===== config.mk =====
export PLATFORM = sky130hd
export DESIGN_NAME = cartridgeFm
export DESIGN_NICKNAME = d
export VERILOG_FILES = /design/src/hdl/fmCartPkg.sv /design/src/hdl/satLimiter.sv /design/src/hdl/movingAverageLpf.sv /design/src/hdl/cartRegisters.sv /design/src/hdl/fmMixer.sv /design/src/hdl/cartridgeFm.sv
export VERILOG_INCLUDE_DIRS = /design/src /design/src/hdl
export SDC_FILE = /design/constraint.sdc
export NUM_CORES = 1
export LEC_CHECK = 0
export ABC_AREA = 1
export BUFFER_PORTS_ARGS = -buffer_cell sky130_fd_sc_hd__clkbuf_2
export CAP_MARGIN = 10
export CORE_ASPECT_RATIO = 2
export CORE_MARGIN = 2
export CORE_UTILIZATION = 45
export CTS_BUF_LIST = sky130_fd_sc_hd__clkbuf_16
export CTS_CLUSTER_SIZE = 20
export DETAILED_ROUTE_END_ITERATION = 12
export SLEW_MARGIN = 10
export SYNTH_ARGS = -nofsm -noshare
export SYNTH_HDL_FRONTEND = slang
export SYNTH_SLANG_ARGS = --single-unit

===== constraint.sdc =====
create_clock -name CLK -period 3.9 [get_ports CLK]
set_clock_uncertainty 0.15 [all_clocks]
set_input_delay 0.39 -clock CLK [delete_from_list [all_inputs] [get_ports CLK]]
set_output_delay 0.39 -clock CLK [all_outputs]
set_load 0.1 [all_outputs]

===== src/hdl/fmCart_config.svh =====
/* FM cartridge constants
   Bus addresses, SRAM key bytes and audio filter settings */

`ifndef FM_CART_CONFIG_SVH
`define FM_CART_CONFIG_SVH

// Bus widths
`define FM_ADDR_W           16
`define FM_DATA_W           8

// Address map
`define FM_IO_BASE          16'h007C    // I/O ports 7Ch-7Dh
`define FM_MIO_BASE         16'h7FF4    // Memory mapped synth 7FF4h-7FF5h
`define FM_IOSW_ADDR        16'h7FF6    // I/O switch register
`define FM_SRAM_BASE        16'h4000    // SRAM window 4000h-5FFFh
`define FM_SRAM_BANK_ADDR   16'h5FFE    // Enable registers 5FFEh-5FFFh

// SRAM enable key
`define FM_SRAM_KEY0        8'h4D
`define FM_SRAM_KEY1        8'h69

// Audio path
`define FM_SAMPLE_W         10          // Synth DAC width
`define FM_SAMPLE_OFFSET    512         // Unsigned midpoint
`define FM_LPF_PERIOD       18          // Moving average taps
`define FM_LPF_DIV          4           // Filter runs on every 4th enable
`define FM_LPF_SHIFT        4           // Gain 1/16

`endif


===== src/hdl/fmCartPkg.sv =====
/* FM cartridge shared types
   Bus vectors, sample formats and the slot bus request */

`include "fmCart_config.svh"

package fmCartPkg;

    // Slot bus vectors
    typedef logic [`FM_ADDR_W-1:0] addr_t;
    typedef logic [`FM_DATA_W-1:0] busData_t;

    // Raw synth output, offset binary
    typedef logic [`FM_SAMPLE_W-1:0] sample_t;

    // Audio after offset removal
    typedef logic signed [`FM_SAMPLE_W-1:0] audio_t;

    // Filter running sum, room for 18 taps
    typedef logic signed [`FM_SAMPLE_W+4:0] lpfAcc_t;

    // Slot bus as seen from the cartridge, all strobes active low
    typedef struct packed {
        addr_t    addr;     // A15-A0
        busData_t wrData;   // Data from CPU
        logic     rd_n;
        logic     wr_n;
        logic     iorq_n;
        logic     merq_n;
        logic     sltsl_n;  // Slot select
    } busReq_t;

endpackage


===== src/hdl/satLimiter.sv =====
/* Registered signed saturation to a narrower width */

module satLimiter #(
    parameter int IN_WIDTH  = 11,
    parameter int OUT_WIDTH = 10
) (
    input  logic                        CLK,
    input  logic                        RESET_n,
    input  logic signed [IN_WIDTH-1:0]  i_in,
    output logic signed [OUT_WIDTH-1:0] o_out
);
    logic                        inRange;
    logic signed [OUT_WIDTH-1:0] clamped;

    // Fits when all bits from the output sign upward agree
    assign inRange = (&i_in[IN_WIDTH-1:OUT_WIDTH-1]) | ~(|i_in[IN_WIDTH-1:OUT_WIDTH-1]);

    always_comb begin
        if (inRange)             clamped = i_in[OUT_WIDTH-1:0];
        else if (i_in[IN_WIDTH-1]) clamped = {1'b1, {(OUT_WIDTH-1){1'b0}}};  // Most negative
        else                     clamped = {1'b0, {(OUT_WIDTH-1){1'b1}}};  // Most positive
    end

    always_ff @(posedge CLK or negedge RESET_n) begin
        if (!RESET_n) o_out <= '0;
        else          o_out <= clamped;
    end

endmodule


===== src/hdl/movingAverageLpf.sv =====
/* Moving average low-pass filter
   18 taps on every 4th sample enable, gain 1/16, saturated output */

`include "fmCart_config.svh"

module movingAverageLpf (
    input  logic              CLK,
    input  logic              RESET_n,
    input  logic              i_sampleEn,
    input  fmCartPkg::audio_t i_in,
    output fmCartPkg::audio_t o_out
);
    localparam int PERIOD = `FM_LPF_PERIOD;
    localparam int IDX_W  = $clog2(PERIOD + 1);
    localparam int DIV_W  = $clog2(`FM_LPF_DIV);

    logic [DIV_W-1:0] divCnt;
    logic [IDX_W-1:0] index;        // Oldest entry, next to overwrite
    logic [IDX_W-1:0] fillCount;
    logic             tick;

    fmCartPkg::audio_t  window [0:PERIOD-1];
    fmCartPkg::lpfAcc_t sum;
    fmCartPkg::lpfAcc_t gain;

    // Enable divider
    always_ff @(posedge CLK or negedge RESET_n) begin
        if (!RESET_n)        divCnt <= '0;
        else if (i_sampleEn) divCnt <= divCnt + 1'b1;
    end

    assign tick = i_sampleEn && (divCnt == '0);

    // Circular index and fill level
    always_ff @(posedge CLK or negedge RESET_n) begin
        if (!RESET_n) begin
            index     <= '0;
            fillCount <= '0;
        end else if (tick) begin
            if (index == IDX_W'(PERIOD - 1)) index <= '0;
            else                              index <= index + 1'b1;
            if (fillCount != IDX_W'(PERIOD))  fillCount <= fillCount + 1'b1;
        end
    end

    // Window storage
    always_ff @(posedge CLK) begin
        if (tick) window[index] <= i_in;
    end

    // Sign extended operands
    fmCartPkg::lpfAcc_t inExt;
    fmCartPkg::lpfAcc_t oldExt;
    assign inExt  = fmCartPkg::lpfAcc_t'(i_in);
    assign oldExt = fmCartPkg::lpfAcc_t'(window[index]);

    // Running sum, drop displaced entry once full
    always_ff @(posedge CLK or negedge RESET_n) begin
        if (!RESET_n) begin
            sum <= '0;
        end else if (tick) begin
            if (fillCount == IDX_W'(PERIOD)) sum <= sum + inExt - oldExt;
            else                             sum <= sum + inExt;
        end
    end

    // Gain stage, floor divide
    always_ff @(posedge CLK or negedge RESET_n) begin
        if (!RESET_n) gain <= '0;
        else          gain <= sum >>> `FM_LPF_SHIFT;
    end

    satLimiter #(
        .IN_WIDTH  ($bits(fmCartPkg::lpfAcc_t)),
        .OUT_WIDTH ($bits(fmCartPkg::audio_t))
    ) uLimiter (
        .CLK     (CLK),
        .RESET_n (RESET_n),
        .i_in    (gain),
        .o_out   (o_out)
    );

    assert property (@(posedge CLK) disable iff (!RESET_n)
        fillCount <= IDX_W'(PERIOD));

endmodule


===== src/hdl/cartRegisters.sv =====
/* Cartridge register block
   Decodes the slot bus, holds the I/O switch and SRAM enable registers,
   drives read-back and the synth chip select */

`include "fmCart_config.svh"

module cartRegisters (
    input  logic                CLK,
    input  logic                RESET_n,
    input  logic                i_slotReset_n,      // Bus reset, sampled
    input  fmCartPkg::busReq_t  i_bus,
    output fmCartPkg::busData_t o_busData,
    output logic                o_busDir_n,
    output logic                o_opllCs_n,
    output logic                o_opllWr_n,
    output logic                o_opllA0
);
    localparam fmCartPkg::addr_t   IO_BASE   = `FM_IO_BASE;
    localparam fmCartPkg::addr_t   MIO_BASE  = `FM_MIO_BASE;
    localparam fmCartPkg::addr_t   IOSW_ADDR = `FM_IOSW_ADDR;
    localparam fmCartPkg::addr_t   SRAM_BASE = `FM_SRAM_BASE;
    localparam fmCartPkg::addr_t   BANK_ADDR = `FM_SRAM_BANK_ADDR;
    localparam fmCartPkg::busData_t KEY0     = `FM_SRAM_KEY0;
    localparam fmCartPkg::busData_t KEY1     = `FM_SRAM_KEY1;

    fmCartPkg::busData_t ioSw;              // Bit 0 opens I/O ports
    fmCartPkg::busData_t sramBank [0:1];    // Key bytes
    logic                prevWrMem_n;

    // Memory strobes, slot qualified
    logic rdMem_n;
    logic wrMem_n;
    assign rdMem_n = i_bus.rd_n | i_bus.sltsl_n | i_bus.merq_n;
    assign wrMem_n = i_bus.wr_n | i_bus.sltsl_n | i_bus.merq_n;

    // Falling edge of write strobe
    logic detWrMem;
    assign detWrMem = prevWrMem_n & ~wrMem_n;

    always_ff @(posedge CLK or negedge RESET_n) begin
        if (!RESET_n) prevWrMem_n <= 1'b1;
        else          prevWrMem_n <= wrMem_n;
    end

    // Address decode
    logic csIoSw_n;
    logic csSramBank_n;
    logic sramEn;
    logic csSram_n;
    assign csIoSw_n     = (i_bus.addr != IOSW_ADDR);
    assign csSramBank_n = (i_bus.addr[15:1] != BANK_ADDR[15:1]);
    assign sramEn       = (sramBank[0] == KEY0) && (sramBank[1] == KEY1);   // Both keys match
    assign csSram_n     = (i_bus.addr[15:13] != SRAM_BASE[15:13]) || !sramEn;

    // SRAM enable registers
    always_ff @(posedge CLK or negedge RESET_n) begin
        if (!RESET_n) begin
            sramBank[0] <= '0;
            sramBank[1] <= '0;
        end else if (!i_slotReset_n) begin
            sramBank[0] <= '0;
            sramBank[1] <= '0;
        end else if (detWrMem && !csSramBank_n) begin
            sramBank[i_bus.addr[0]] <= i_bus.wrData;    // A0 picks key byte
        end
    end

    // I/O switch register
    always_ff @(posedge CLK or negedge RESET_n) begin
        if (!RESET_n)                      ioSw <= '0;
        else if (!i_slotReset_n)           ioSw <= '0;
        else if (detWrMem && !csIoSw_n)    ioSw <= i_bus.wrData;
    end

    // Read-back, one cycle behind the strobe
    always_ff @(posedge CLK or negedge RESET_n) begin
        if (!RESET_n) begin
            o_busDir_n <= 1'b1;
            o_busData  <= '0;
        end else if (!i_slotReset_n || rdMem_n) begin
            o_busDir_n <= 1'b1;             // Idle bus
            o_busData  <= '0;
        end else if (!csIoSw_n) begin
            o_busDir_n <= 1'b0;
            o_busData  <= ioSw;
        end else if (!csSram_n) begin
            // No storage behind the window, reads as zero
            o_busDir_n <= 1'b0;
            o_busData  <= '0;
        end else begin
            o_busDir_n <= 1'b1;
            o_busData  <= '0;
        end
    end

    // Synth select through I/O or memory
    logic csIo_n;
    logic csMemOpll_n;
    assign csIo_n      = (i_bus.addr[7:1] != IO_BASE[7:1]) || i_bus.iorq_n || !ioSw[0];
    assign csMemOpll_n = (i_bus.addr[15:1] != MIO_BASE[15:1]) || i_bus.merq_n || i_bus.sltsl_n;

    assign o_opllCs_n = csIo_n & csMemOpll_n;
    assign o_opllWr_n = i_bus.wr_n;
    assign o_opllA0   = i_bus.addr[0];      // Register or data port

    // Bus only turned around after a qualified read
    assert property (@(posedge CLK) disable iff (!RESET_n)
        !o_busDir_n |-> $past(!rdMem_n));

    // An I/O cycle only reaches the synth with the switch open
    assert property (@(posedge CLK) disable iff (!RESET_n)
        (!o_opllCs_n && !i_bus.iorq_n && i_bus.merq_n) |-> ioSw[0]);

endmodule


===== src/hdl/fmMixer.sv =====
/* Sound mixer
   Centers melody and rhythm, filters each, sums with saturation */

`include "fmCart_config.svh"

module fmMixer (
    input  logic               CLK,
    input  logic               RESET_n,
    input  logic               i_slotReset_n,
    input  logic               i_sampleEn,
    input  fmCartPkg::sample_t i_mo,        // Melody
    input  fmCartPkg::sample_t i_ro,        // Rhythm
    output fmCartPkg::audio_t  o_sound
);
    localparam int                 W      = $bits(fmCartPkg::audio_t);
    localparam fmCartPkg::sample_t OFFSET = fmCartPkg::sample_t'(`FM_SAMPLE_OFFSET);

    fmCartPkg::audio_t moSigned;
    fmCartPkg::audio_t roSigned;
    fmCartPkg::audio_t lpfMo;
    fmCartPkg::audio_t lpfRo;
    fmCartPkg::audio_t mixSat;
    logic signed [W:0] mixSum;
    logic              audioReset_n;

    // Bus reset also clears the audio pipeline
    assign audioReset_n = RESET_n & i_slotReset_n;

    // Offset binary to two's complement
    assign moSigned = fmCartPkg::audio_t'(i_mo - OFFSET);
    assign roSigned = fmCartPkg::audio_t'(i_ro - OFFSET);

    movingAverageLpf uMoLpf (
        .CLK        (CLK),
        .RESET_n    (audioReset_n),
        .i_sampleEn (i_sampleEn),
        .i_in       (moSigned),
        .o_out      (lpfMo)
    );

    movingAverageLpf uRoLpf (
        .CLK        (CLK),
        .RESET_n    (audioReset_n),
        .i_sampleEn (i_sampleEn),
        .i_in       (roSigned),
        .o_out      (lpfRo)
    );

    // One extra bit for the sum
    assign mixSum = {lpfMo[W-1], lpfMo} + {lpfRo[W-1], lpfRo};

    satLimiter #(
        .IN_WIDTH  (W + 1),
        .OUT_WIDTH (W)
    ) uMixLimiter (
        .CLK     (CLK),
        .RESET_n (audioReset_n),
        .i_in    (mixSum),
        .o_out   (mixSat)
    );

    always_ff @(posedge CLK or negedge RESET_n) begin
        if (!RESET_n) o_sound <= '0;
        else          o_sound <= mixSat;   // Output stage
    end

endmodule


===== src/hdl/cartridgeFm.sv =====
/* FM sound cartridge top
   Slot bus registers and synth select alongside the audio mixer */

module cartridgeFm (
    input  logic                CLK,
    input  logic                RESET_n,
    input  logic                i_slotReset_n,
    input  fmCartPkg::busReq_t  i_bus,
    input  logic                i_sampleEn,     // Synth sample rate
    input  fmCartPkg::sample_t  i_mo,
    input  fmCartPkg::sample_t  i_ro,
    output fmCartPkg::busData_t o_busData,
    output logic                o_busDir_n,
    output logic                o_opllCs_n,
    output logic                o_opllWr_n,
    output logic                o_opllA0,
    output fmCartPkg::audio_t   o_sound
);

    // Register side, toward the CPU and the synth
    cartRegisters uRegs (
        .CLK           (CLK),
        .RESET_n       (RESET_n),
        .i_slotReset_n (i_slotReset_n),
        .i_bus         (i_bus),
        .o_busData     (o_busData),
        .o_busDir_n    (o_busDir_n),
        .o_opllCs_n    (o_opllCs_n),
        .o_opllWr_n    (o_opllWr_n),
        .o_opllA0      (o_opllA0)
    );

    // Audio side, synth DAC words in
    fmMixer uMixer (
        .CLK           (CLK),
        .RESET_n       (RESET_n),
        .i_slotReset_n (i_slotReset_n),
        .i_sampleEn    (i_sampleEn),
        .i_mo          (i_mo),
        .i_ro          (i_ro),
        .o_sound       (o_sound)
    );

endmodule


==> summary.txt, run 1 <==
Synth
  • Synthesized area: 0.0235 mm^2
  • Post-synth EDFFs: 360
  • Post-synth ARST share: 29.4%
  • Post-synth top area share: 46.0%
  • Synth Flop Type: edfxtp_1
  • Yosys warning count: 0
  • Synth Register Bits: 510
  • Avg Cell Area, Syn: ~11 um^2
  • Count of cell types in the netlist: 53
  • Post-synthesis sequential area ratio: 62.0%
  • Largest area contributor in the synthesized netlist: edfxtp_1
  • Post-synthesis net count: ~2400
  • Mapped Cells: 2229
  • Top cells by area, synth: edfxtp_1 (46%), dfrtp_1 (16%), nand2_1 (6.1%)

Clock tree
  • Clock buffer depth: 3
  • Clk root buf: clkbuf_16
  • Post-CTS Repair Setup Buffers: 0
  • Clk Latency, worst-skew pair: 0.58 ns
  • Num CTS Buffers: between 40 and 50
  • H-tree depth: 2
  • Clock slew at reported path FFs: 0.07 ns
  • CTS Sinks: a little over 500
  • CTS tree: yes

Cells and area
  • Area delta synth->final: 13.9%
  • Diode count: 0
  • Final nets: about 2500
  • Share of cells above drive strength 1: 12.3%
  • Fin cells: 3085
  • Commonest cells after routing, fill and taps aside: nand2_1 (382), edfxtp_1 (360), nor2_1 (302), o21ai_0 (202), inv_1 (199)
  • Most common cell after layout, fill and taps aside: nand2_1
  • # fillers: 4633

Detailed routing
  • Uppermost layer routed: met4
  • Metal-1 WL: 21400 um
  • # DRC: 0
  • Vias per cell: between 5 and 6
  • Detail Route Antenna Nets: 0
  • Post-Route WL: ~65000 um
  • Routed wl met2: 36600 um
  • Drt pass-1 iters: 5
  • DR WL met3: 2420 um
  • Routed len/inst: 21.0 um
  • Detailed Route Iter0 Violations: 977
  • Vias: 16938

Critical path
  • Most frequent CP cell: nand3_1
  • WP data arrival: roughly 4 ns
  • WP data required: 4.22 ns
  • CP Class: in -> reg
  • CP Max Fanout: 4
  • Slowest cell on the critical path: dlygate4sd3_1
  • Critical Path Max Stage Delay: 0.53 ns
  • Worst r2r dst: uMixer.uMoLpf.sum[12]
  • CP Launch Type: input pin
  • R2R Path Start: uMixer.uMoLpf.sum[2]
  • Worst reg2reg path depth: 20
  • CP endpoint kind: flip-flop
  • Worst-path cell chain: dlygate4sd3_1 > clkbuf_2 > ha_1 > inv_1 > fa_1 > inv_1 > nand2_1 > nand3_1 > nand3_1 > nand3_1 > xor2_1 > ha_1 > a21o_1 > a21oi_1 > nand3_1 > o21ai_0 > o21ai_0 > nand2_1 > nand2_1
  • R2R setup slack: 0.29 ns

Placement
  • Cells after DPL: 2989
  • RD Place Congestion: 0.953
  • DPL Wire Length: 47600 um
  • PortBufs: 74

Flow run
  • Max Cap Viol: 0

Die
  • Starting density of the core: 45.5%
  • Core area: 0.0517 mm^2
  • Chip Height: around 330 um
  • Full die area: 0.0541 mm^2
  • Row count: 118
  • Chip Width: ~170 um
  • I/O pins: 75

STA
  • RSZ-0062 raised after global routing: false
  • Tcrit/Tclk final: roughly 93%
  • Fmax: 0.275 GHz
  • Slew Viols, Final: 0
  • Endpoints failing setup: 0
  • Setup_tns: 0 ns
  • Tmin final: 3.63 ns
  • Slew @ Worst Pin: 0.654 ns
  • Final Hold Viols: 0
  • Worst rel slew slack: 56.4%

Power and ir drop
  • Pleak: 0.0110 uW
  • Cell Int Power: between 10000 and 15000 uW
  • Power Dens Cells: 888 mW/mm^2
  • Clock Power Share: a little under a fifth
  • Sw power: roughly 11000 uW
  • Maximum vdd ir drop: 0.702 mV
  • Seq pwr share: 29.5%
  • Comb power frac: 52.3%
  • Sw Share: 45.0%

Status
  • Outcome: complete, no violations

Min path
  • Min-delay src: i_bus[18]
  • Hold Crit Depth: 3
  • Worst Hold End: uRegs.o_busData[2]
  • Worst min path class: in -> reg

GRT
  • Antenna violations before repair: 0
  • Largest net degree at the start of global routing: between 90 and 100
  • Vias in the first global route: 17505
  • GRT Util Overall: 24.3%
  • First-pass GRT wire length: between 90000 and 100000 um
  • GRT Residual Overflow: 0
## metal layers
| metal | up-vias | GRT usage, % |
|---|---|---|
| met5 | - | 0 |
| met4 | 0 | 14.9 |
| met3 | 203 | 2.47 |
| met2 | 514 | 47.8 |
| met1 | 8174 | 23.4 |
| li1 | 8047 | - |
## worst max path at each step
| stage | startpoint | endpoint | slack (ns) | cells after the start |
|---|---|---|---|---|
| 5_1_grt | i_ro[4] | uMixer.uRoLpf.sum[13] | 0.003 | 23 |
| 4_1_cts | uMixer.uMoLpf.sum[2] | uMixer.uMoLpf.sum[12] | 0.23 | 20 |
| 2_1_floorplan | i_slotReset_n | uMixer.uMixLimiter.o_out[0] | 0.22 | 3 |
| 3_3_place_gp | i_mo[9] | uMixer.uMoLpf.sum[12] | 0.15 | 18 |
| 3_5_place_dp | i_mo[9] | uMixer.uMoLpf.sum[12] | 0.16 | 18 |
| 6_report | i_ro[0] | uMixer.uRoLpf.sum[11] | 0.27 | 19 |
## sequential cells by signal (all words and copies together) (netlist names)
signal,flops
uMixer.uMoLpf.window,180
uMixer.uRoLpf.window,180
uRegs.sramBank,16
uMixer.uMoLpf.sum,15
uMixer.uRoLpf.sum,15
uMixer.uMoLpf.gain,11
uMixer.uRoLpf.gain,11
uMixer.o_sound,10
uMixer.uMixLimiter.o_out,10
uMixer.uMoLpf.uLimiter.o_out,10
uMixer.uRoLpf.uLimiter.o_out,10
uRegs.ioSw,8
uRegs.o_busData,8
uMixer.uMoLpf.fillCount,5
uMixer.uMoLpf.index,5
uMixer.uRoLpf.fillCount,5
uMixer.uRoLpf.index,5
uMixer.uMoLpf.divCnt,2
uMixer.uRoLpf.divCnt,2
uRegs.o_busDir_n,1
uRegs.prevWrMem_n,1
## worst max-delay path, delay by kind of cell
kind | cells | cell delay (ns)
fa+ha+maj | 3 | 0.96
xor+xnor | 1 | 0.23
compound gates | 4 | 0.73
simple gates | 7 | 0.76
buf+inv | 4 | 0.86
## cell type report
class | count | area (um^2) | area share [%]
Sequential cell | 510 | 14600 | 54.5
Tap cell | 660 | 826 | 3.09
Clock inverter | 33 | 250 | 0.936
Multi-Input combinational cell | 1447 | 7780 | 29.1
Clock buffer | 46 | 1150 | 4.30
Timing Repair Buffer | 194 | 1430 | 5.33
Inverter | 195 | 739 | 2.76
## timing repair
action,in CTS,in global routing
hold buffers,17,0
gates resized for setup,0,4
endpoints found under the setup margin,0,4
hold endpoints to repair,103,0
## power groups by stage
stage,Combinational (uW),Clock [uW],Sequential [uW]
finish,12400,4300,7020
global placement,12200,0,7110
floorplan,8350,0,7300
CTS,12400,4400,7020
detailed placement,12300,0,7130
global route,13800,4570,7090
## through the flow
step	hold WS (ns)	area [um^2]	worst slack, ns	power (uW)	utilization, %
floorplan	-0.0556	23500	0.221	15700	-
global placement	0.187	25200	0.153	19300	48.7
detailed placement	0.186	25200	0.164	19400	48.7
CTS	0.0331	26700	0.234	23800	51.7
global route	0.0650	26700	0.00321	25400	51.8
finish	0.0582	26700	0.268	23800	51.8
## cell families after synthesis
kind of cell             Yosys count  synth area share, %
AND/OR/NAND/NOR                  863                 15.2
flip-flops                       510                 62.0
AO/OA/AOI/OAI                    452                 11.4
buffers and inverters            272                 4.89
adder cells (fa/ha/maj)           89                 4.90
XOR/XNOR                          43                 1.64
## synth_stat cells, types with 5 or more instances
cell,instances
a22o_1,16
nor2_1,303
nand3b_1,7
buf_6,10
o21bai_1,9
nand3_1,96
a211oi_2,15
or2_2,15
dfrtp_1,148
o22ai_1,81
nand4_1,18
a31oi_1,6
o21ai_0,203
fa_1,5
edfxtp_1,360
o21ai_1,28
a21oi_1,63
buf_4,5
a21o_1,7
clkbuf_1,39
inv_1,190
nand2_1,382
and2_1,5
ha_1,84
xnor2_1,12
nor3_1,24
xor2_1,30
buf_2,22
No activity file was read; power rests on OpenSTA's default activity.
==> run 2, diff against run 1 <==
--- a/config.mk
+++ b/config.mk
@@ -18,4 +18,5 @@
 export SLEW_MARGIN = 10
 export SYNTH_ARGS = -nofsm -noshare
 export SYNTH_HDL_FRONTEND = slang
+export SYNTH_HIERARCHICAL = 1
 export SYNTH_SLANG_ARGS = --single-unit
==> constraint.sdc (replaced) <==
create_clock -name CLK -period 4.6 [get_ports CLK]
set_clock_uncertainty 0.15 [all_clocks]
set_input_delay 0.46 -clock CLK [delete_from_list [all_inputs] [get_ports CLK]]
set_output_delay 0.46 -clock CLK [all_outputs]
set_load 0.1 [all_outputs]
==> run 2 against run 1 <==
Effect of this change: setup slack better by 0.48 ns; non-clock buffer count is 52 lower; first-iteration DRC count is 10% higher; clock-buffer cell count is 1 higher; largest cell class unchanged; highest routed layer unchanged.
==> summary.txt, run 2 <==
Synth
  • Largest area contributor in the synthesized netlist: edfxtp_1
  • Post-synthesis simple-gate area fraction: 17.9% (+2.7 points)
  • Largest family of logic cells by synthesized area: simple AND/OR/NAND/NOR gates
  • Mapped Cells: 2308 (+3.5%)
  • Avg Cell Area, Syn: 10.4 um^2 (-0.87%)
  • Synth Flop Type: edfxtp_1
  • Post-synth EDFFs: 360 (unchanged)
  • Post-synth top area share: 44.8% (-1.2 points)
  • Synth top cells by count: nand2_1 (439), edfxtp_1 (360), nor2_1 (302)
  • Count of cell types in the netlist: 61 (+15%)
  • Post-synthesis net count: 2448 (+3.2%)
  • Synthesized area: 0.0241 mm^2 (+2.6%)
  • Adder-cell share of the synthesized area: 4.67% (-0.23 points)
  • Yosys warning count: 6 (+6)
  • Mux cell area share after synthesis: 0% (unchanged)
  • Top-count cell post-synth: nand2_1
  • Top cells by area, synth: edfxtp_1 (45%), dfrtp_1 (15%), nand2_1 (6.8%)
  • Synth Register Bits: 510 (unchanged)
  • Compound-cell area share of the yosys netlist: 10.4% (-0.92 points)
  • Post-synth ARST share: 29.4% (unchanged)
  • Post-synthesis sequential area ratio: 60.4% (-1.6 points)
  • Post-Synth XOR/XNOR Area: 1.30% (-0.33 points)

Placement
  • PortBufs: 74 (unchanged)
  • DPL Wire Length: 45500 um (-4.4%)
  • Cells after DPL: 3036 (+1.6%)
  • RD Place Congestion: 0.934 (-2.0%)

Critical path
  • CP Launch Type: flip-flop
  • Worst Path Buf+Inv: 3 (-1)
  • CP endpoint kind: flip-flop
  • Most frequent CP cell: nand3_1
  • Worst-path cell chain: buf_4 > buf_4 > o21ai_0 > o22ai_1 > a21oi_1 > nand4_1 > ha_1 > inv_1 > fa_1 > nand2_1 > nand3_1 > nand3_1 > nand2_2 > a21oi_1 > o21ai_0 > nor2_1 > nor2_1 > nand2_1 > nand3_1
  • CP Max Fanout: 44 (+40)
  • Cell family with most CP delay: simple AND/OR/NAND/NOR gates
  • Critical Path Max Stage Delay: 0.43 ns (-0.10 ns)
  • CP Class: reg -> reg
  • WP data required: 4.92 ns (+0.70 ns)
  • WP data arrival: 4.17 ns (+0.22 ns)
  • Slowest cell on the critical path: buf_4

Die
  • Starting density of the core: 45.2% (-0.22 points)
  • I/O pins: 75 (unchanged)
  • Row count: 120 (+1.7%)
  • Chip Width: 168 um (+1.3%)
  • Full die area: 0.0555 mm^2 (+2.6%)
  • Chip Height: 331 um (+1.3%)
  • Core area: 0.0533 mm^2 (+3.1%)

STA
  • Fmax: 0.260 GHz
  • Slew @ Worst Pin: 1.16 ns (+0.506 ns)
  • Final Hold Viols: 0 (unchanged)
  • Hold Slack: 0.0322 ns (-0.0260 ns)
  • Slew Viols, Final: 0 (unchanged)
  • Tcrit/Tclk final: 83.7%
  • RSZ-0062 raised after global routing: false
  • Worst rel slew slack: 22.4% (-34 points)
  • Tmin final: between 3 and 4 ns
  • Setup_tns: 0 ns (unchanged)
  • Endpoints failing setup: 0 (unchanged)

Detailed routing
  • Drt pass-1 iters: 5 (unchanged)
  • Post-Route WL: 62900 um (-3.0%)
  • Vias per cell: 5.42 (-1.2%)
  • Routed len/inst: 20.1 um (-4.3%)
  • # DRC: 0 (unchanged)
  • Detailed Route Iter0 Violations: 1075 (+10%)
  • Vias: 16954 (+0.094%)
  • Detail Route Antenna Nets: 0 (unchanged)

Clock tree
  • Clk root buf: clkbuf_16
  • Clock slew at reported path FFs: 0.07 ns (about the same)
  • Clk Latency, worst-skew pair: 0.59 ns (about the same)
  • CTS tree: yes
  • Clock buffer depth: 3 (unchanged)
  • Post-CTS Repair Setup Buffers: 0 (unchanged)
  • CTS resizes: 0 (unchanged)
  • CTS Sinks: 510 (unchanged)
  • H-tree depth: 2 (unchanged)
  • Num CTS Buffers: 45 (+4.7%)

Min path
  • Worst min path class: in -> reg

Cells and area
  • Fin cells: 3127 (+1.4%)
  • Largest regs: uMixer/uMoLpf/window: 180 flops, uMixer/uRoLpf/window: 180 flops, uRegs/sramBank: 16 flops
  • Share of cells above drive strength 1: 12.6% (+0.33 points)
  • Area delta synth->final: 11.3%
  • Most common cell after layout, fill and taps aside: nand2_1
  • Diode count: 0 (unchanged)
  • Final core area utilization: 50.3% (-1.4 points)
  • Final nets: 2560 (+1.1%)
  • Commonest cells after routing, fill and taps aside: nand2_1 (439), edfxtp_1 (360), nor2_1 (302), inv_1 (196), o21ai_0 (172)

GRT
  • Largest net degree at the start of global routing: 95 (unchanged)
  • First-pass GRT wire length: 96200 um (-2.6%)
  • GRT Residual Overflow: 0 (unchanged)
  • GRT Util Overall: 22.8% (-1.5 points)
  • Vias in the first global route: 17284 (-1.3%)
  • Antenna violations before repair: 0 (unchanged)

Flow run
  • Max Cap Viol: 0 (unchanged)

Power and ir drop
  • Final Power: 18100 uW (-24%)
  • Power Dens Cells: 674 mW/mm^2 (-24%)
  • Pleak: 0.0111 uW (+0.78%)
  • Maximum vdd ir drop: 0.441 mV (-37%)

Status
  • Outcome: complete, no violations
## run 2: cell count changes after synthesis, moves of 8 or more
| cell | previous run | this run |
|---|---|---|
| nand2_1 | 382 | 439 |
| o21ai_0 | 203 | 172 |
| o21ai_1 | 28 | 50 |
| nand3_1 | 96 | 110 |
| nor2_2 | 1 | 12 |
| clkbuf_1 | 39 | 30 |
| inv_2 | 2 | 10 |
| nand2_2 | 2 | 10 |
| nor3_1 | 24 | 16 |
## run 2: path summary, 6_finish.rpt
kind,end,slack (ns),cells past startpoint,start
max in group asynchronous,uMixer/uRoLpf/gain[1],2.32,6,RESET_n
min in group asynchronous,uRegs/ioSw[6],0.34,3,RESET_n
min reg2reg,uMixer/o_sound[9],0.20,0,uMixer/uMixLimiter/o_out[9]
max reg2reg,uMixer/uMoLpf/sum[12],0.75,19,uMixer/uMoLpf/index[0]
min,uRegs/sramBank[1],0.03,3,i_bus[6]
max,uMixer/uMoLpf/sum[12],0.75,19,uMixer/uMoLpf/index[0]
## run 2: per-stage QoR
stage                     setup slack [ns]  instance area, um^2
after floorplan                       1.16                24100
after global placement               0.715                25300
after detailed placement             0.698                25300
after CTS                            0.766                26800
after global routing                 0.389                26800
final                                0.750                26800
## run 2: area by class of cell
cell class | instances | area [um^2]
Inverter | 202 | 769
Timing Repair Buffer | 142 | 938
Clock buffer | 47 | 1180
Multi-Input combinational cell | 1519 | 8280
Tap cell | 671 | 840
Clock inverter | 36 | 258
Sequential cell | 510 | 14600
Fill cell | 4785 | 26500
## run 2: tightest hold or removal path, stage by stage
cell	delay, ns
clkbuf_2	0.13
nand2_1	0.08
nand2_1	0.04
## run 2: kinds of logic after synthesis
kind of cell               Yosys count
AOI/OAI and AO/OA                  423
xor gates and xnor gates            35
DFF                                510
buffers and inverters              279
and+or+nand+nor                    974
adders and majority gates           87
## run 2: timing repair
action	in CTS	in global routing
hold buffers	8	0
endpoints found under the setup margin	0	0
endpoints found under the hold margin	48	0
## run 2: routing by layer
layer / global-route usage, % / part of all wire, %
met2: 46.1 / 57
met4: 13.4 / 6.3
met3: 2.39 / 3.5
met1: 21.5 / 33
met5: 0 / 0
## run 2: report_power, final
group / internal [uW] / total (uW) / switching, uW
Combinational: 2810 / 8520 / 5700
Sequential: 5470 / 5860 / 384
Clock: 2030 / 3700 / 1680
Total: 10300 / 18100 / 7760
